### src/hdl/sem_params.svh
`ifndef SEM_PARAMS_SVH
`define SEM_PARAMS_SVH

////////////////////////////////////////////////////////////
// Monitor stream window
////////////////////////////////////////////////////////////

// Characters held for pattern matching, newest at index 0
`define SEM_WINDOW_CHARS 9
// Hex digits after "PA " or "LA "
`define SEM_FAR_DIGITS 6
// Fill value of the window out of reset
`define SEM_BLANK_CHAR 8'h20

////////////////////////////////////////////////////////////
// Command FIFO
////////////////////////////////////////////////////////////

`define SEM_CMD_FIFO_DEPTH 16
// Pointer width, log2 of depth
`define SEM_CMD_PTR_W 4

`endif

### src/hdl/sem_pkg.sv
package sem_pkg;

	////////////////////////////////////////////////////////////
	// Shared types of the SEM user logic
	////////////////////////////////////////////////////////////

	// One ASCII monitor character or command byte
	typedef logic [7:0] char_t;

	// Frame address, six hex digits
	typedef logic [23:0] far_t;

	// Wrapping error counter
	typedef logic [7:0] err_cnt_t;

	// Core state bits, LSB first:
	// init, observation, correction, classification,
	// injection, essential, uncorrectable
	typedef logic [6:0] core_status_t;

	// Status register word toward the JTAG side
	typedef logic [15:0] status_word_t;

endpackage

### src/hdl/sem_monitor_decoder.sv
`include "sem_params.svh"

module sem_monitor_decoder
	import sem_pkg::*;
(
	input  logic  CLK40,
	input  logic  RST,
	input  char_t monitor_txdata,   // Character from the core
	input  logic  monitor_txwrite,  // One-cycle write strobe
	output logic  sed_pulse,        // New "SED" seen
	output logic  ded_pulse,        // New "DED" seen
	output logic  pa_load,          // Load physical address
	output logic  la_load,          // Load linear address
	output far_t  far_value         // Converted address, valid with the loads
);

	////////////////////////////////////////////////////////////
	// Character window
	////////////////////////////////////////////////////////////

	char_t [`SEM_WINDOW_CHARS-1:0] window; // Index 0 is newest

	always_ff @(posedge CLK40 or posedge RST) begin
		if (RST) begin
			window <= {`SEM_WINDOW_CHARS{`SEM_BLANK_CHAR}}; // All blanks
		end else if (monitor_txwrite) begin
			window <= {window[`SEM_WINDOW_CHARS-2:0], monitor_txdata}; // Shift in
		end
	end

	////////////////////////////////////////////////////////////
	// Pattern match and edge detect
	////////////////////////////////////////////////////////////

	logic sed_match;
	logic ded_match;
	logic pa_match;
	logic la_match;
	logic sed_match_q;
	logic ded_match_q;
	logic pa_match_q;
	logic la_match_q;
	logic pa_rise;
	logic la_rise;

	// Error reports end in the newest three characters
	assign sed_match = (window[2:0] == "SED");
	assign ded_match = (window[2:0] == "DED");
	// Address tag sits in the oldest three, digits follow it
	assign pa_match = (window[`SEM_WINDOW_CHARS-1 -: 3] == "PA ");
	assign la_match = (window[`SEM_WINDOW_CHARS-1 -: 3] == "LA ");

	// Rising edge only, a held match counts once
	assign sed_pulse = sed_match & ~sed_match_q;
	assign ded_pulse = ded_match & ~ded_match_q;
	assign pa_rise   = pa_match & ~pa_match_q;
	assign la_rise   = la_match & ~la_match_q;

	always_ff @(posedge CLK40 or posedge RST) begin
		if (RST) begin
			sed_match_q <= 1'b0;
			ded_match_q <= 1'b0;
			pa_match_q  <= 1'b0;
			la_match_q  <= 1'b0;
			pa_load     <= 1'b0;
			la_load     <= 1'b0;
		end else begin
			sed_match_q <= sed_match;
			ded_match_q <= ded_match;
			pa_match_q  <= pa_match;
			la_match_q  <= la_match;
			pa_load     <= pa_rise; // One stage behind the match
			la_load     <= la_rise;
		end
	end

	////////////////////////////////////////////////////////////
	// Hex conversion of the address digits
	////////////////////////////////////////////////////////////

	far_t conv;

	// Low nibble as is, letters get +9 ('A' = 0x41 -> 0xA)
	always_comb begin
		conv = '0;
		for (int i = 0; i < `SEM_FAR_DIGITS; i++) begin
			conv[4*i +: 4] = window[i][6] ? window[i][3:0] + 4'd9 : window[i][3:0];
		end
	end

	// Captured only on a tag edge so later characters leave it alone
	always_ff @(posedge CLK40) begin
		if (pa_rise | la_rise) begin
			far_value <= conv;
		end
	end

endmodule

### src/hdl/sem_far_capture.sv
module sem_far_capture
	import sem_pkg::*;
(
	input  logic CLK40,
	input  logic RST,
	input  logic pa_load,       // Strobe from the decoder
	input  logic la_load,       // Strobe from the decoder
	input  far_t far_value,     // Address paired with the strobes
	input  logic jtag_ded_rst,  // Clear level from JTAG
	output far_t sem_far_pa,    // Physical frame address
	output far_t sem_far_la     // Linear frame address
);

	////////////////////////////////////////////////////////////
	// Physical address
	////////////////////////////////////////////////////////////

	always_ff @(posedge CLK40 or posedge RST) begin
		if (RST) begin
			sem_far_pa <= '0;
		end else if (pa_load) begin
			sem_far_pa <= far_value; // Load wins over clear
		end else if (jtag_ded_rst) begin
			sem_far_pa <= '0;
		end
	end

	////////////////////////////////////////////////////////////
	// Linear address
	////////////////////////////////////////////////////////////

	always_ff @(posedge CLK40 or posedge RST) begin
		if (RST) begin
			sem_far_la <= '0;
		end else if (la_load) begin
			sem_far_la <= far_value;
		end else if (jtag_ded_rst) begin
			// Cleared together with the DED flag
			sem_far_la <= '0;
		end
	end

endmodule

### src/hdl/sem_error_tracker.sv
module sem_error_tracker
	import sem_pkg::*;
(
	input  logic         CLK40,
	input  logic         RST,
	input  logic         sed_pulse,       // Single error report
	input  logic         ded_pulse,       // Double error report
	input  logic         jtag_rst_cntrs,  // Counter clear level
	input  logic         jtag_ded_rst,    // Flag clear level
	input  core_status_t core_status,     // Core state bits
	input  logic         fecc_crcerr,     // Frame ECC CRC error
	output err_cnt_t     sngl_cnt,
	output err_cnt_t     dbl_cnt,
	output logic         dbl_err_det,     // Sticky double error
	output status_word_t sem_status
);

	////////////////////////////////////////////////////////////
	// Error counters
	////////////////////////////////////////////////////////////

	always_ff @(posedge CLK40 or posedge RST) begin
		if (RST) begin
			sngl_cnt <= '0;
			dbl_cnt  <= '0;
		end else if (jtag_rst_cntrs) begin
			sngl_cnt <= '0; // Clear beats a pending count
			dbl_cnt  <= '0;
		end else begin
			if (sed_pulse) begin
				sngl_cnt <= sngl_cnt + 8'd1; // Wraps past 255
			end
			if (ded_pulse) begin
				dbl_cnt <= dbl_cnt + 8'd1;
			end
		end
	end

	////////////////////////////////////////////////////////////
	// Double error flag
	////////////////////////////////////////////////////////////

	always_ff @(posedge CLK40 or posedge RST) begin
		if (RST) begin
			dbl_err_det <= 1'b0;
		end else if (jtag_ded_rst) begin
			dbl_err_det <= 1'b0; // Clear has priority
		end else if (ded_pulse) begin
			dbl_err_det <= 1'b1;
		end
	end

	// Status word
	// [6:0] core state, [7] spare, [8] CRC error, [9] DED, rest zero
	assign sem_status = {6'b0, dbl_err_det, fecc_crcerr, 1'b0, core_status};

endmodule

### src/hdl/sem_cmd_fifo.sv
`include "sem_params.svh"

module sem_cmd_fifo
	import sem_pkg::*;
(
	input  logic  CLK40,
	input  logic  RST,
	input  logic  jtag_send_cmd,    // Write strobe
	input  char_t jtag_cmd_data,    // Command byte
	input  logic  monitor_rxread,   // Pop from the core
	output char_t monitor_rxdata,   // Head of the FIFO
	output logic  monitor_rxempty
);

	////////////////////////////////////////////////////////////
	// Storage and pointers
	////////////////////////////////////////////////////////////

	char_t mem [`SEM_CMD_FIFO_DEPTH];

	logic [`SEM_CMD_PTR_W-1:0] wr_ptr;
	logic [`SEM_CMD_PTR_W-1:0] rd_ptr;
	logic [`SEM_CMD_PTR_W:0]   fill_cnt;  // 0 to depth
	logic                      wr_en;
	logic                      rd_en;

	// Full drops the write, empty ignores the read
	assign wr_en = jtag_send_cmd & (fill_cnt != `SEM_CMD_FIFO_DEPTH);
	assign rd_en = monitor_rxread & (fill_cnt != 0);

	always_ff @(posedge CLK40) begin
		if (wr_en) begin
			mem[wr_ptr] <= jtag_cmd_data;
		end
	end

	always_ff @(posedge CLK40 or posedge RST) begin
		if (RST) begin
			wr_ptr   <= '0;
			rd_ptr   <= '0;
			fill_cnt <= '0;
		end else begin
			if (wr_en) begin
				if (wr_ptr == `SEM_CMD_PTR_W'(`SEM_CMD_FIFO_DEPTH - 1)) begin
					wr_ptr <= '0; // Circular
				end else begin
					wr_ptr <= wr_ptr + 1'b1;
				end
			end
			if (rd_en) begin
				if (rd_ptr == `SEM_CMD_PTR_W'(`SEM_CMD_FIFO_DEPTH - 1)) begin
					rd_ptr <= '0;
				end else begin
					rd_ptr <= rd_ptr + 1'b1;
				end
			end
			// Occupancy, push and pop together cancel
			case ({wr_en, rd_en})
				2'b10:   fill_cnt <= fill_cnt + 1'b1;
				2'b01:   fill_cnt <= fill_cnt - 1'b1;
				default: fill_cnt <= fill_cnt;
			endcase
		end
	end

	////////////////////////////////////////////////////////////
	// Read side, first word falls through
	////////////////////////////////////////////////////////////

	assign monitor_rxdata  = mem[rd_ptr];
	assign monitor_rxempty = (fill_cnt == 0);

endmodule

### src/hdl/sem_monitor.sv
module sem_monitor
	import sem_pkg::*;
(
	input  logic         CLK40,
	input  logic         RST,
	// Mitigation core monitor port
	input  char_t        monitor_txdata,
	input  logic         monitor_txwrite,
	input  logic         monitor_rxread,
	output char_t        monitor_rxdata,
	output logic         monitor_rxempty,
	// Core state and frame ECC
	input  core_status_t core_status,
	input  logic         fecc_crcerr,
	// JTAG register side
	input  logic         jtag_ded_rst,
	input  logic         jtag_rst_cntrs,
	input  logic         jtag_send_cmd,
	input  char_t        jtag_cmd_data,
	output far_t         sem_far_pa,
	output far_t         sem_far_la,
	output logic [15:0]  sem_errcnt,   // {dbl, sngl}
	output status_word_t sem_status
);

	////////////////////////////////////////////////////////////
	// Internal wiring
	////////////////////////////////////////////////////////////

	logic sed_pulse;
	logic ded_pulse;
	logic pa_load;
	logic la_load;
	far_t far_value;
	logic dbl_err_det;   // Also carried in sem_status bit 9

	sem_monitor_decoder decoder_i (
		.CLK40           (CLK40),
		.RST             (RST),
		.monitor_txdata  (monitor_txdata),
		.monitor_txwrite (monitor_txwrite),
		.sed_pulse       (sed_pulse),
		.ded_pulse       (ded_pulse),
		.pa_load         (pa_load),
		.la_load         (la_load),
		.far_value       (far_value)
	);

	sem_error_tracker tracker_i (
		.CLK40          (CLK40),
		.RST            (RST),
		.sed_pulse      (sed_pulse),
		.ded_pulse      (ded_pulse),
		.jtag_rst_cntrs (jtag_rst_cntrs),
		.jtag_ded_rst   (jtag_ded_rst),
		.core_status    (core_status),
		.fecc_crcerr    (fecc_crcerr),
		.sngl_cnt       (sem_errcnt[7:0]),   // Low byte
		.dbl_cnt        (sem_errcnt[15:8]),  // High byte
		.dbl_err_det    (dbl_err_det),
		.sem_status     (sem_status)
	);

	sem_far_capture capture_i (
		.CLK40        (CLK40),
		.RST          (RST),
		.pa_load      (pa_load),
		.la_load      (la_load),
		.far_value    (far_value),
		.jtag_ded_rst (jtag_ded_rst),
		.sem_far_pa   (sem_far_pa),
		.sem_far_la   (sem_far_la)
	);

	// Commands from JTAG into the core rx port
	sem_cmd_fifo cmd_fifo_i (
		.CLK40           (CLK40),
		.RST             (RST),
		.jtag_send_cmd   (jtag_send_cmd),
		.jtag_cmd_data   (jtag_cmd_data),
		.monitor_rxread  (monitor_rxread),
		.monitor_rxdata  (monitor_rxdata),
		.monitor_rxempty (monitor_rxempty)
	);

endmodule

### config.mk
export PLATFORM = sky130hd
export DESIGN_NAME = sem_monitor
export DESIGN_NICKNAME = d
export VERILOG_FILES = /design/src/hdl/sem_pkg.sv /design/src/hdl/sem_monitor_decoder.sv /design/src/hdl/sem_far_capture.sv /design/src/hdl/sem_error_tracker.sv /design/src/hdl/sem_cmd_fifo.sv /design/src/hdl/sem_monitor.sv
export VERILOG_INCLUDE_DIRS = /design/src /design/src/hdl
export SDC_FILE = /design/constraint.sdc
export NUM_CORES = 1
export LEC_CHECK = 0
export BUFFER_PORTS_ARGS = -buffer_cell sky130_fd_sc_hd__buf_2
export CAP_MARGIN = 40
export CORE_UTILIZATION = 35
export DETAILED_ROUTE_END_ITERATION = 6
export GPL_TIMING_DRIVEN = 1
export SLEW_MARGIN = 5
export SYNTH_ARGS = -nofsm -noshare
export SYNTH_HDL_FRONTEND = slang
export SYNTH_HIERARCHICAL = 1
export SYNTH_SLANG_ARGS = --single-unit
### constraint.sdc
create_clock -name CLK40 -period 4 [get_ports CLK40]
set_input_delay 0.4 -clock CLK40 [delete_from_list [all_inputs] [get_ports CLK40]]
set_output_delay 0.4 -clock CLK40 [all_outputs]
set_load 0.05 [all_outputs]
# == Yosys cells after proc, flatten, opt, wreduce, memory -nomap -nowiden ==
# Memory sizes are Yosys's and may differ from the RTL's.
# Cells that the tools add are included.
# totals
register_bits,180
latchBits,0
ram_bits,128
romBits,0
inputBits,31
out_inout_bits,89
elab_cells,85
mem_count,1
# memory_table
name,depth,width,read_ports,rd_clocked_by_memory_dff,wr,line_no,source
cmd_fifo_i.mem,16,8,1,0,1,sem_cmd_fifo.sv:19,char_t mem [`SEM_CMD_FIFO_DEPTH];
# classes
addsub,12
n_mul,0
div,0
order_cmp,0
eq_ne,9
shifts,0
muxes,20
bitwise_logic,11
n_reduce_logical,8
# ops
op,count
$eq 24x23->1 const B,4
$mux 24,3
$mux 4,8
$mux 8,4
$add 4x4->4 const B,6
$add 8x1->8 const B,2
$reduce_bool 2->1,6
$pmux 5 s2,1
$add 4x1->4 const B,2
$eq 4x4->1 const B,2
$and 1x1->1,6
$add 5x1->5 const B,1
$logic_not 5->1,1
$ne 5x5->1 const B,1
$reduce_bool 5->1,1
$sub 5x1->5 const B,1
$mux 1,4
$not 1->1,4
$eq 2x1->1 const B,1
$eq 2x2->1 const B,1
$or 1x1->1,1

# == Longest topological paths before layout ==
# Gate-level depths: netlist of the first run.
# depth
word_depth,4
mapped_depth,10
mapped_depth_nobuf,9

# == Cells and area by module ==
# The synthesis of the first run kept the hierarchy.
# modules_own_cells
mod,n_inst,cells_each,area_per_inst_um2,seq_area_each_um2
sem_cmd_fifo,1,304,5705.5,4169.0
sem_monitor_decoder,1,281,4229.1,2683.8
sem_far_capture,1,161,1880.6,1201.2
sem_error_tracker,1,95,920.9,425.4

# == Least setup slack after synthesis of the first run ==
# Ideal clock, no wire load.
# synth_path
kind,reg2reg
start,register decoder_i/window[53] (netlist name)
end,register decoder_i.far_value[0] (enable)
setup_time_ns,0.435
arrival_ns,2.656
required_ns,3.565
slack_ns,0.909
path_stages_with_launch,4
path_buffers,0
period_less_slack_ns,3.091
path_cell_list,dfstp_2 > nor4b_2 > nand4_2 > nor3_1
# synth_via
elab_chain_len,3
elab_cells_between_ends,5
cone_classes,2 x eq/ne; 3 x bitwise
# synth_lines
element,line_no,source
"start, declared",sem_monitor_decoder.sv:21,char_t [`SEM_WINDOW_CHARS-1:0] window;
"start signal, assigned",sem_monitor_decoder.sv:25,window <= {`SEM_WINDOW_CHARS{`SEM_BLANK_CHAR}};
"start signal, assigned",sem_monitor_decoder.sv:27,"window <= {window[`SEM_WINDOW_CHARS-2:0], monitor_txdata};"
"$eq 24x23->1, on equally long branches","sem_monitor_decoder.sv:50, sem_monitor_decoder.sv:51",
"$and 1x1->1, on equally long branches","sem_monitor_decoder.sv:56, sem_monitor_decoder.sv:57",
$or 1x1->1 (*),sem_monitor_decoder.sv:93,if (pa_rise | la_rise) begin
"end signal, assigned",sem_monitor_decoder.sv:94,far_value <= conv;
"end, declared",sem_monitor_decoder.sv:14,output far_t far_value
# Mark *: on every way between the ends. The rest lies on a longest branch, timed or not.
# A chain may end at the register's enable or synchronous reset.

# == Final worst setup path of the first run ==
# layout_path
start,register cmd_fifo_i.rd_ptr[0]
end,output port monitor_rxdata[7]
# layout_via
elab_chain_len,1
# layout_lines
element,line_no,source
"start, declared",sem_cmd_fifo.sv:22,logic [`SEM_CMD_PTR_W-1:0] rd_ptr;
"start signal, assigned",sem_cmd_fifo.sv:54,rd_ptr <= rd_ptr + 1'b1;
$mem_v2 16x8,-,
"end, declared",sem_monitor.sv:10,"output char_t monitor_rxdata,"
# Every way passes these cells.

==> results of run 1 <==
## synthesized netlist by cell type (all sizes together), types with 6 or more instances
cell,number
a22o,24
xnor2,19
o21ai,47
ha,20
nand2b,27
nand2,69
clkbuf,11
xor2,12
a21oi,9
or3,7
nor3,11
mux2,71
dfstp,9
nand3,14
a22oi,16
buf,48
nand4,10
nor2,34
inv,16
dfrtp,147
nor4,6
edfxtp,152
mux4,32
## worst paths after layout
path / startpoint / endpoint / slack (ps) / cells past startpoint
min in group asynchronous: RST / capture_i/sem_far_pa[6]$_DFFE_PP0P_ / 330 / 3
max in group asynchronous: RST / decoder_i/window[53]$_DFFE_PP1P_ / 2590 / 5
max reg2reg: cmd_fifo_i/fill_cnt[0]$_DFFE_PP0P_ / cmd_fifo_i/fill_cnt[4]$_DFFE_PP0P_ / 1210 / 9
max: cmd_fifo_i/rd_ptr[0]$_DFFE_PP0P_ / monitor_rxdata[7] / 820 / 5
min reg2reg: decoder_i/pa_match_q$_DFF_PP0_ / decoder_i/pa_load$_DFF_PP0_ / 450 / 1
min: monitor_txdata[4] / decoder_i/window[4]$_DFFE_PP0P_ / 100 / 2
## per-stage QoR
step                      utilization, %  hold WS (ps)  std cells  cell area [um^2]  setup WS [ps]
final                               41.5           105       1430             14800            820
after CTS                           41.5          84.5       1430             14800            758
after floorplan                        -           277        847             12800            909
after detailed placement            38.2           308       1365             13600           1210
after global placement              38.0           317       1359             13600           1280
after global routing                41.5          90.4       1430             14800            634
## state kept, by name, indices dropped and copies added, names as in the netlist, 5 cells and up
signal and count:
capture_i/sem_far_la 24, capture_i/sem_far_pa 24, cmd_fifo_i/fill_cnt 5, cmd_fifo_i/mem 128
decoder_i/far_value 24, decoder_i/window 72, tracker_i/dbl_cnt 8, tracker_i/sngl_cnt 8
## area by class of cell
type | instances | area [um^2] | share of cell area [%]
inverters | 16 | 61.3 | 0.414
multi-input cells | 464 | 3850 | 26.0
flip-flops and latches | 308 | 8480 | 57.3
clock buffers | 49 | 981 | 6.62
well taps | 461 | 577 | 3.89
clock inverters | 15 | 190 | 1.28
repair buffers | 117 | 666 | 4.49
## cell usage in the layout, fill, tap and decap left out, types with 14 or more instances in the layout
| cell | n |
|---|---|
| edfxtp_1 | 152 |
| nor2_1 | 32 |
| o21ai_1 | 21 |
| inv_1 | 14 |
| a22oi_1 | 16 |
| nand2b_1 | 27 |
| clkbuf_16 | 37 |
| mux2_2 | 51 |
| buf_4 | 18 |
| buf_2 | 96 |
| dfrtp_1 | 145 |
| mux2_1 | 20 |
| ha_1 | 20 |
| mux4_2 | 32 |
| a22o_1 | 24 |
| nand2_1 | 69 |
| xnor2_1 | 19 |
| o21ai_0 | 25 |
## power by group through the flow
stage / clock network (uW) / registers (uW) / logic, uW
after global routing: 3420 / 4200 / 2150
after CTS: 3310 / 4140 / 2000
after detailed placement: 0 / 4200 / 1990
after floorplan: 0 / 4010 / 1690
after global placement: 0 / 4250 / 1860
final: 3220 / 4130 / 1960
## worst register-to-register path: cells and delay by family, from the launching register on
kind,cells,cell delay (ps)
AO/OA/AOI/OAI,4,780
adder cells (fa/ha/maj),2,670
buffers and inverters,1,100
flip-flops,1,430
AND/OR/NAND/NOR,2,680
## layer usage
layer	vias to the layer above	wire [um]	global-route usage [%]	part of all wire, %
met5	-	0	0	0
met4	0	470	3.76	1.9
met3	34	897	2.47	3.6
met2	130	12500	23.9	50
met1	3574	11000	17.5	44
li1	3281	-	-	-
## repair_timing
item,CTS,global route
hold buffers,1,0
endpoints found under the setup margin,0,0
gates resized for setup,0,0
endpoints found under the hold margin,32,0
## cell families (layout without fill, tap and decap cells)
| group | Yosys count | in the layout |
|---|---|---|
| buffers and inverters | 75 | 197 |
| XOR/XNOR | 31 | 31 |
| adder cells (fa/ha/maj) | 21 | 21 |
| other | 1 | 7 |
| AND/OR/NAND/NOR | 196 | 196 |
| flip-flops | 308 | 308 |
| AO/OA/AOI/OAI | 104 | 104 |
| multiplexers | 105 | 105 |
==> impl_summary.txt, run 1 <==
----------------------------------------------------
[Global route]
  Global-route total usage across every layer ... 13.8%
  Total gr overflow ... 0
  Largest net degree at the start of global routing ... 55
  Via count of the first global-routing pass ... 7212
  Wire length of the first global-routing pass ... 39.8 mm
  Antenna violations before repair ... 0

[Drt]
  Post-detailed-route wirelength per cell ... 17.4 um
  Number of iterations in the first detailed-routing pass ... 6
  Number of design rule violations left after detail routing ... 6
  Residual antenna-violating net count after detailed routing ... 0
  Aggregate routed wire length ... 24.9 mm
  Number of violations reported at the end of detailed-routing iteration 0 ... 278
  Via count ... 7019
  Routed vias/inst ... 4.91

[Timing]
  Setup TNS ... 0 ps
  Max Transition Viols Final ... 0
  Ratio of final minimum period to clock period ... 79.5%
  Worst Max-Slew Pin Slew ... 880 ps
  Count of endpoints failing setup in the final report ... 0
  Worst max-slew margin expressed relative to the limit ... 41.1%
  Min Tclk post-route ... 3180 ps
  Highest achievable clock rate ... 314 MHz
  Largest clock skew in the final design ... 19.9 ps
  Final hold viol count ... 0
  RSZ-0062 raised after global routing ... no

[Die]
  Standard-cell row count ... 69
  Vertical die dimension ... 193 um
  Starting density of the core ... 35.7%
  Area inside the core boundary ... 35700 um^2
  Die W ... 193 um
  I/O pins ... 120
  Area of the die ... 37200 um^2

[Flow run]
  Max Cap Viol ... 0

[Logic synthesis]
  Synth warn ... 6
  Proportion of register bits with asynchronous set or reset after synthesis ... 50.6%
  Adder-Cell Fraction of Synth Area ... 2.12%
  Total of flip-flops plus latches after synthesis ... 308
  Fraction of synthesized area in multiplexers ... 12.1%
  Share of Yosys cell area claimed by the top area cell type ... 35.8%
  Synth cell types ... 54
  Register area share after synthesis ... 66.6%
  Ranking of synthesized cells by area ... edfxtp_1, dfrtp_1, mux4_2
  Simple-gate portion of the synthesized area ... 8.28%
  Synth Area in XOR/XNOR ... 2.13%
  Largest area contributor in the synthesized netlist ... edfxtp_1
  Number of synthesized flops with an enable pin ... 152
  Largest family of logic cells by synthesized area ... multiplexers
  Synthesized area ... 12700 um^2
  Post-synthesis instance total ... 841
  Area fraction in compound gates after synthesis ... 5.38%
  Most used DFF post-synth ... edfxtp_1
  Syn_area_per_cell ... 15.1 um^2

[Placed design]
  Final GP Congestion ... 0.749
  Hpwl dp ... 16.6 mm
  Count of buffers from port buffering ... 96

[Layout]
  Share of cells above drive strength 1 ... 28.6%
  Area added between synthesis and finish ... 16.3%
  Layout fillers ... 3259
  Layout Nets ... 994
  Count of antenna diodes in the layout ... 0

[Power]
  Peak supply drop ... 253 uV
  Net switching power ... 2690 uW
  Share of total power consumed by net switching ... 28.9%
  Comb pwr share ... 21.1%
  P per Cell Area ... 629 nW/um^2
  Flop pwr share ... 44.3%
  Leakage Power ... 0.00592 uW
  Part of the power in the clock network ... 34.5%
  Total power consumption of the routed design ... 9310 uW
  Internal power summed over all cells ... 6620 uW

[Setup path]
  Slowest-stage cell, CP ... dfrtp_2
  Stage delay of the slowest cell on the critical path ... 740 ps
  Maximum net fanout on the critical path ... 17
  Critical path cell sequence ... buf_4 -> mux4_2 -> a22oi_1 -> nand2_1 -> buf_2
  Data required time of the worst path ... 3600 ps
  Critical path's top delay family ... flip-flops
  CP Buf/Inv Count ... 2
  Critical path arrival ... 2780 ps
  Crit. End Element ... output port
  Crit Path Category ... reg -> out
  Critical path startpoint category ... register

[Clocking]
  CTS H-tree lvls ... 2
  Root buffer selected by CTS ... clkbuf_16
  Buffer depth of the longest clock path ... 3
  Number of buffers created by CTS ... 35
  Clock-pin transition on the worst setup and hold timing paths ... 60 ps
  Post-CTS setup buffer count ... 0
  CTS tree ... done
  Latest clock arrival within the worst-skew pair ... 500 ps
  Clk sinks ... 308

[Outcome]
  Result of the run ... complete, but fails checks
  Failing checks ... design-rule violations

[Worst hold path]
  Worst hold-check path type ... in -> reg

----------------------------------------------------
(Power assumes the default switching activity.)
==> run 2, diff against run 1 <==
- ABC_AREA: default -> 1
- clock period: 4 -> 3.3 ns (I/O delays scaled with it)
==> impl_summary.txt, run 2 <==
----------------------------------------------------
[Die]
  Starting density of the core ... 35.7% (about the same)
  Die W ... 199 um (+3.1%)
  Standard-cell row count ... 71 (+2.9%)
  Vertical die dimension ... 199 um (+3.1%)
  Area inside the core boundary ... 37900 um^2 (+6.4%)
  I/O pins ... 120 (unchanged)
  Area of the die ... 39500 um^2 (+6.4%)

[Placed design]
  Hpwl dp ... 20.0 mm (+20%)
  DP Area ... 14400 um^2 (+5.8%)
  Worst slack, placed ... 965 ps (-244 ps)
  Final GP Congestion ... 0.816 (+9.0%)
  Count of buffers from port buffering ... 96 (unchanged)

[Clocking]
  Latest clock arrival within the worst-skew pair ... 520 ps (+20 ps)
  Post-CTS setup buffer count ... 0 (unchanged)
  Clk sinks ... 308 (unchanged)
  Number of buffers created by CTS ... 36 (+2.9%)
  Buffer depth of the longest clock path ... 3 (unchanged)
  CTS H-tree lvls ... 2 (unchanged)
  CTS tree ... done
  Root buffer selected by CTS ... clkbuf_16
  Clock-pin transition on the worst setup and hold timing paths ... 60 ps (about the same)

[Global route]
  Largest net degree at the start of global routing ... 145 (+160%)
  Global-route total usage across every layer ... 16.0% (+2.2 points)
  Wire length of the first global-routing pass ... 49.4 mm (+24%)
  Total gr overflow ... 0 (unchanged)
  Antenna violations before repair ... 0 (unchanged)
  Via count of the first global-routing pass ... 9175 (+27%)

[Logic synthesis]
  Synth warn ... 6 (unchanged)
  Largest area contributor in the synthesized netlist ... edfxtp_1
  Top cells by instance count after synthesis ... nand2_1, inv_1, edfxtp_1
  Top-count cell post-synth ... nand2_1
  Simple-gate portion of the synthesized area ... 20.6% (+12 points)
  Share of Yosys cell area claimed by the top area cell type ... 33.7% (-2.2 points)
  Post-synthesis instance total ... 1395 (+66%)
  Most used DFF post-synth ... edfxtp_1
  Largest family of logic cells by synthesized area ... simple AND/OR/NAND/NOR gates
  Register area share after synthesis ... 62.5% (-4.0 points)
  Synth cell types ... 34 (-37%)
  Synthesized area ... 13600 um^2 (+6.5%)
  Fraction of synthesized area in multiplexers ... 0% (-12 points)
  Proportion of register bits with asynchronous set or reset after synthesis ... 50.6% (unchanged)
  Area fraction in compound gates after synthesis ... 3.94% (-1.4 points)
  Syn_area_per_cell ... 9.72 um^2 (-36%)
  Synth Area in XOR/XNOR ... 1.42% (-0.71 points)
  Number of synthesized flops with an enable pin ... 152 (unchanged)
  Total of flip-flops plus latches after synthesis ... 308 (unchanged)
  Ranking of synthesized cells by area ... edfxtp_1, dfrtp_1, nand2_1
  Adder-Cell Fraction of Synth Area ... 1.99% (-0.13 points)

[Timing]
  Highest achievable clock rate ... 361 MHz
  Count of endpoints failing setup in the final report ... 0 (unchanged)
  Max Transition Viols Final ... 0 (unchanged)
  Largest clock skew in the final design ... 23.4 ps (+3.49 ps)
  Worst max-slew margin expressed relative to the limit ... 44.5% (+3.4 points)
  Min Tclk post-route ... 2770 ps
  Worst Max-Slew Pin Slew ... 833 ps (-47.1 ps)
  Setup TNS ... 0 ps (unchanged)
  Ratio of final minimum period to clock period ... 83.9%
  Final hold viol count ... 0 (unchanged)
  RSZ-0062 raised after global routing ... no
  Worst Setup Slack, final ... 533 ps (-287 ps)
  Minimum hold slack ... 26.8 ps (-78.0 ps)

[Drt]
  Routed vias/inst ... 4.56 (-7.1%)
  Residual antenna-violating net count after detailed routing ... 0 (unchanged)
  Number of design rule violations left after detail routing ... 0 (-6)
  Number of violations reported at the end of detailed-routing iteration 0 ... 615 (+120%)
  Number of iterations in the first detailed-routing pass ... 6 (unchanged)
  Via count ... 9242 (+32%)
  Aggregate routed wire length ... 30.6 mm (+23%)
  Post-detailed-route wirelength per cell ... 15.1 um (-13%)

[Layout]
  Register with the highest flop count ... cmd_fifo_i/mem
  Area of all placed cells without fillers ... 15600 um^2 (+5.3%)
  Share of cells above drive strength 1 ... 13.9% (-15 points)
  Layout Nets ... 1540 (+55%)
  Registers with the most flip-flops ... cmd_fifo_i/mem x128, decoder_i/window x72
  Count of antenna diodes in the layout ... 0 (unchanged)
  Top library cells by usage in the layout, fill and taps aside ... nand2_1, inv_1, edfxtp_1, dfrtp_1, nand3_1
  Largest register FFs ... 128 (unchanged)
  Area added between synthesis and finish ... 15.1%
  Layout fillers ... 3758 (+15%)
  Most frequent standard cell in the layout excluding fill and tap cells ... nand2_1

[Power]
  Internal power summed over all cells ... 7510 uW (+13%)
  Comb pwr share ... 24.3% (+3.2 points)
  Part of the power in the clock network ... 34.6% (about the same)
  Leakage Power ... 0.00743 uW (+26%)
  Peak supply drop ... 431 uV (+70%)
  Flop pwr share ... 41.1% (-3.2 points)
  Share of total power consumed by net switching ... 33.3% (+4.3 points)
  P per Cell Area ... 721 nW/um^2 (+15%)
  Net switching power ... 3740 uW (+39%)

[Flow run]
  Max Cap Viol ... 0 (unchanged)

[Setup path]
  Critical path arrival ... 2440 ps (-340 ps)
  Stage delay of the slowest cell on the critical path ... 650 ps (-90 ps)
  CP Buf/Inv Count ... 2 (unchanged)
  Slowest-stage cell, CP ... buf_4
  Critical path startpoint category ... register
  Most used cell, CP ... nand3_1
  Crit. End Element ... output port
  Critical path cell sequence ... buf_4 -> or2_0 -> nand3_1 -> nand3_1 -> nand3_1 -> nand2_1 -> buf_2
  Crit Path Category ... reg -> out
  Maximum net fanout on the critical path ... 83 (+66)
  Number of gates on the worst path with buffers counted ... 7 (+2)
  Critical path's top delay family ... buffers and inverters
  Register-to-Register Path Depth ... 12 (+3)
  Data required time of the worst path ... 2970 ps (-630 ps)

[Worst hold path]
  Instance count along the most critical hold path ... 3 (+1)
  Worst hold-check path type ... in -> reg

[Outcome]
  Result of the run ... complete, no violations

----------------------------------------------------
==> run 2: changes by cell type after synthesis, sizes merged, moves of 25 or more <==
cell	change
a21oi	+25
nor2	+51
nand2	+328
nand3	+130
mux2	-71
mux4	-32
nand2b	-27
inv	+191
==> run 2: power groups by stage <==
stage	sequential (uW)	combinational [uW]	clock (uW)
2_1_floorplan	4630	2160	0
3_3_place_gp	4690	2660	0
3_5_place_dp	4700	2740	0
4_1_cts	4630	2760	3980
5_1_grt	4670	3070	4130
6_report	4630	2740	3890
==> run 2: worst reg2reg max path, delay by kind of cell, from the launching register on <==
family,cells,cell delay (ps)
adders and majority gates,2,710
and+or+nand+nor,9,1000
DFF,1,430
buffers and inverters,1,140
==> run 2: path summary, 6_finish.rpt <==
check	endpoint	from	slack, ps
max	monitor_rxdata[4]	cmd_fifo_i/rd_ptr[0]$_DFFE_PP0P_	530
min	decoder_i/window[0]$_DFFE_PP0P_	monitor_txdata[0]	30
max reg2reg	cmd_fifo_i/fill_cnt[4]$_DFFE_PP0P_	cmd_fifo_i/fill_cnt[0]$_DFFE_PP0P_	930
min reg2reg	decoder_i/window[53]$_DFFE_PP1P_	decoder_i/window[45]$_DFFE_PP1P_	460
max in group asynchronous	decoder_i/window[69]$_DFFE_PP1P_	RST	1960
min in group asynchronous	capture_i/sem_far_la[21]$_DFFE_PP0P_	RST	430
==> run 2: cell families after synthesis <==
group,after synthesis
AND/OR/NAND/NOR,657
adder cells (fa/ha/maj),21
XOR/XNOR,22
buffers and inverters,280
AO/OA/AOI/OAI,106
other,1
flip-flops,308
==> run 2: per-layer routing <==
layer	share of wire [%]	global-route usage, %	up-vias
met2	47	25.9	192
met3	4.6	2.61	74
li1	-	-	4588
met4	3.3	5.78	0
met1	45	21.5	4388
met5	0	0	-
==> run 2: metrics by stage <==
stage               util, %  power, uW  cells
floorplan                 -       6780   1401
global placement       37.8       7350   1952
detailed placement     38.0       7440   1958
CTS                    41.1      11400   2026
global route           41.1      11900   2026
finish                 41.1      11300   2026
==> run 2: cell type report <==
type | count | area, um^2 | area share [%]
Timing Repair Buffer | 121 | 723 | 4.64
Clock buffer | 44 | 962 | 6.17
Tap cell | 511 | 639 | 4.10
Multi-Input combinational cell | 813 | 3820 | 24.5
Clock inverter | 21 | 194 | 1.24
Inverter | 208 | 782 | 5.01
Sequential cell | 308 | 8480 | 54.4
==> run 2: timing repair <==
action,in CTS,in global routing
hold buffers,3,0
hold endpoints to repair,14,0
setup endpoints to repair,0,0
gates resized for setup,0,0
==> run 3, diff against run 2 <==
- ABC_AREA: 1 -> 0
- clock period: 3.3 -> 2.8 ns (I/O delays scaled with it)
==> impl_summary.txt, run 3 (same netlist as run 1, synthesis figures left out) <==
----------------------------------------------------
[Clocking]
  CTS H-tree lvls ... 2 (unchanged)
  Buffer depth of the longest clock path ... 3 (unchanged)
  Number of buffers created by CTS ... 35 (-2.8%)
  Clk sinks ... 308 (unchanged)
  Root buffer selected by CTS ... clkbuf_16
  Clock-pin transition on the worst setup and hold timing paths ... 60 ps (about the same)
  Post-CTS setup buffer count ... 0 (unchanged)
  CTS tree ... done
  Latest clock arrival within the worst-skew pair ... 500 ps (-20 ps)

[Outcome]
  Failing checks ... design-rule violations
  Result of the run ... complete, but fails checks

[Timing]
  Max Transition Viols Final ... 0 (unchanged)
  Ratio of final minimum period to clock period ... 94.8%
  Largest clock skew in the final design ... 17.4 ps (-6.01 ps)
  Final hold viol count ... 0 (unchanged)
  Highest achievable clock rate ... 377 MHz
  Min Tclk post-route ... 2650 ps
  Worst Setup Slack, final ... 145 ps (-387 ps)
  RSZ-0062 raised after global routing ... no
  Worst Max-Slew Pin Slew ... 815 ps (-17.8 ps)
  Worst max-slew margin expressed relative to the limit ... 45.5% (+0.98 points)
  Count of endpoints failing setup in the final report ... 0 (unchanged)
  Setup TNS ... 0 ps (unchanged)

[Drt]
  Number of violations reported at the end of detailed-routing iteration 0 ... 444 (-28%)
  Residual antenna-violating net count after detailed routing ... 0 (unchanged)
  Number of design rule violations left after detail routing ... 11 (+11)
  Via count ... 7048 (-24%)
  Routed vias/inst ... 4.92 (+7.9%)
  Aggregate routed wire length ... 25.1 mm (-18%)
  Post-detailed-route wirelength per cell ... 17.5 um (+16%)
  Number of iterations in the first detailed-routing pass ... 7 (+1)

[Die]
  Area inside the core boundary ... 35700 um^2 (-6.0%)
  Area of the die ... 37200 um^2 (-6.0%)
  Starting density of the core ... 35.7% (about the same)
  Vertical die dimension ... 193 um (-3.1%)
  I/O pins ... 120 (unchanged)
  Die W ... 193 um (-3.1%)
  Standard-cell row count ... 69 (-2.8%)

[Placed design]
  Count of buffers from port buffering ... 96 (unchanged)
  DP Cell Count ... 1364 (-30%)
  Final GP Congestion ... 0.739 (-9.4%)
  Hpwl dp ... 16.9 mm (-15%)
  Worst slack, placed ... 70.8 ps (-895 ps)

[Power]
  Net switching power ... 3820 uW (+2.0%)
  Leakage Power ... 0.00591 uW (-21%)
  Internal power summed over all cells ... 9110 uW (+21%)
  Flop pwr share ... 45.3% (+4.2 points)
  Part of the power in the clock network ... 32.0% (-2.6 points)
  Comb pwr share ... 22.6% (-1.7 points)
  Total power consumption of the routed design ... 12900 uW (+15%)
  Peak supply drop ... 371 uV (-14%)
  P per Cell Area ... 874 nW/um^2 (+21%)
  Share of total power consumed by net switching ... 29.5% (-3.7 points)

[Setup path]
  Worst R2R Start ... cmd_fifo_i/fill_cnt[1]$_DFFE_PP0P_
  Critical path startpoint category ... register
  Critical path arrival ... 3020 ps (+580 ps)
  Crit Path Category ... reg -> reg
  Crit. End Element ... register
  Maximum net fanout on the critical path ... 9 (-89%)
  Reg-to-Reg End ... cmd_fifo_i/fill_cnt[4]$_DFFE_PP0P_
  Setup slack on the worst flop-to-flop path ... 150 ps (-780 ps)
  Data required time of the worst path ... 3160 ps (+190 ps)
  Register-to-Register Path Depth ... 9 (-3)

[Layout]
  Top library cells by usage in the layout, fill and taps aside ... edfxtp_1, dfrtp_1, buf_2, nand2_1, mux2_2
  Number of standard cells in the final layout excluding fillers ... 1432 (-29%)
  Utilization after layout ... 41.5% (+0.34 points)
  Registers with the most flip-flops ... cmd_fifo_i/mem x128, decoder_i/window x72
  Share of cells above drive strength 1 ... 28.1% (+14 points)
  Most frequent standard cell in the layout excluding fill and tap cells ... edfxtp_1
  Layout Nets ... 1001 (-35%)
  Count of antenna diodes in the layout ... 0 (unchanged)
  Area added between synthesis and finish ... 16.1%
  Register with the highest flop count ... cmd_fifo_i/mem
  Largest register FFs ... 128 (unchanged)

[Worst hold path]
  Worst Hold End ... decoder_i/window[6]$_DFFE_PP0P_
  Hold Startpoint ... monitor_txdata[6]
  Instance count along the most critical hold path ... 2 (-1)
  Worst hold-check path type ... in -> reg

[Global route]
  Antenna violations before repair ... 0 (unchanged)
  Wire length of the first global-routing pass ... 40.6 mm (-18%)
  Total gr overflow ... 0 (unchanged)
  Global-route total usage across every layer ... 14.0% (-2.0 points)
  Largest net degree at the start of global routing ... 78 (-46%)
  Via count of the first global-routing pass ... 7244 (-21%)

[Flow run]
  Max Cap Viol ... 0 (unchanged)

----------------------------------------------------
run 3: cell count changes in the layout (fill, tap and decap cells not counted), moves of 24 or more:
cell and delta:
nand2b_1 +27, inv_1 -188, a22o_1 +24, mux2_2 +51
nand2_1 -317, mux4_2 +32, nor2_1 -44, nand3_1 -130
a21oi_1 -25
run 3: timing repair:
item	4_1_cts	5_1_grt
resized for setup	0	2
hold buffers	8	0
setup endpoints to repair	0	4
hold endpoints to repair	91	0
run 3: power groups by stage:
| stage | logic, uW | registers (uW) | clock network [uW] |
|---|---|---|---|
| floorplan | 2420 | 5730 | 0 |
| global placement | 2890 | 5930 | 0 |
| detailed placement | 2950 | 5960 | 0 |
| CTS | 2970 | 5870 | 4270 |
| global route | 3210 | 5950 | 4440 |
| finish | 2920 | 5860 | 4140 |
run 3: worst max path at each step:
| stage | to | cells after the start | startpoint | slack (ps) |
|---|---|---|---|---|
| after CTS | cmd_fifo_i/fill_cnt[4]$_DFFE_PP0P_ | 9 | cmd_fifo_i/fill_cnt[1]$_DFFE_PP0P_ | 50 |
| after detailed placement | cmd_fifo_i/fill_cnt[4]$_DFFE_PP0P_ | 9 | cmd_fifo_i/fill_cnt[1]$_DFFE_PP0P_ | 70 |
| after floorplan | cmd_fifo_i/fill_cnt[3]$_DFFE_PP0P_ | 10 | cmd_fifo_i/fill_cnt[0]$_DFFE_PP0P_ | 210 |
| after global routing | cmd_fifo_i/fill_cnt[4]$_DFFE_PP0P_ | 9 | cmd_fifo_i/fill_cnt[1]$_DFFE_PP0P_ | 4 |
| final | cmd_fifo_i/fill_cnt[4]$_DFFE_PP0P_ | 9 | cmd_fifo_i/fill_cnt[1]$_DFFE_PP0P_ | 150 |
| after global placement | cmd_fifo_i/fill_cnt[4]$_DFFE_PP0P_ | 9 | cmd_fifo_i/fill_cnt[1]$_DFFE_PP0P_ | 150 |
run 3: final cells by class:
type,count,area (um^2)
Clock buffer,47,941
Clock inverter,12,92.6
Fill cell,3286,20900
Inverter,16,61.3
Multi-Input combinational cell,464,3860
Sequential cell,308,8480
Tap cell,461,577
Timing Repair Buffer,124,768
run 3: worst max-delay path: stages (launching register included):
cell      delay (ps)
dfrtp_1          420
or4_4            560
o21ai_4          190
inv_1            110
ha_2             250
fa_1             410
a21oi_1          230
o21ai_0          140
nand3b_1         110
o211ai_1          90
run 3: through the flow:
| step | hold WS [ps] | area, um^2 |
|---|---|---|
| floorplan | 157 | 12800 |
| global placement | 417 | 13600 |
| detailed placement | 433 | 13700 |
| CTS | 4.21 | 14800 |
| global route | 14.1 | 14800 |
| finish | 23.6 | 14800 |
run 3: per-layer routing:
metal	up-vias	GRT usage, %	part of all wire, %
met5	-	0	0
met4	0	3.97	2.0
met3	41	2.27	3.7
met2	138	24.3	50
met1	3566	17.9	44
li1	3303	-	-
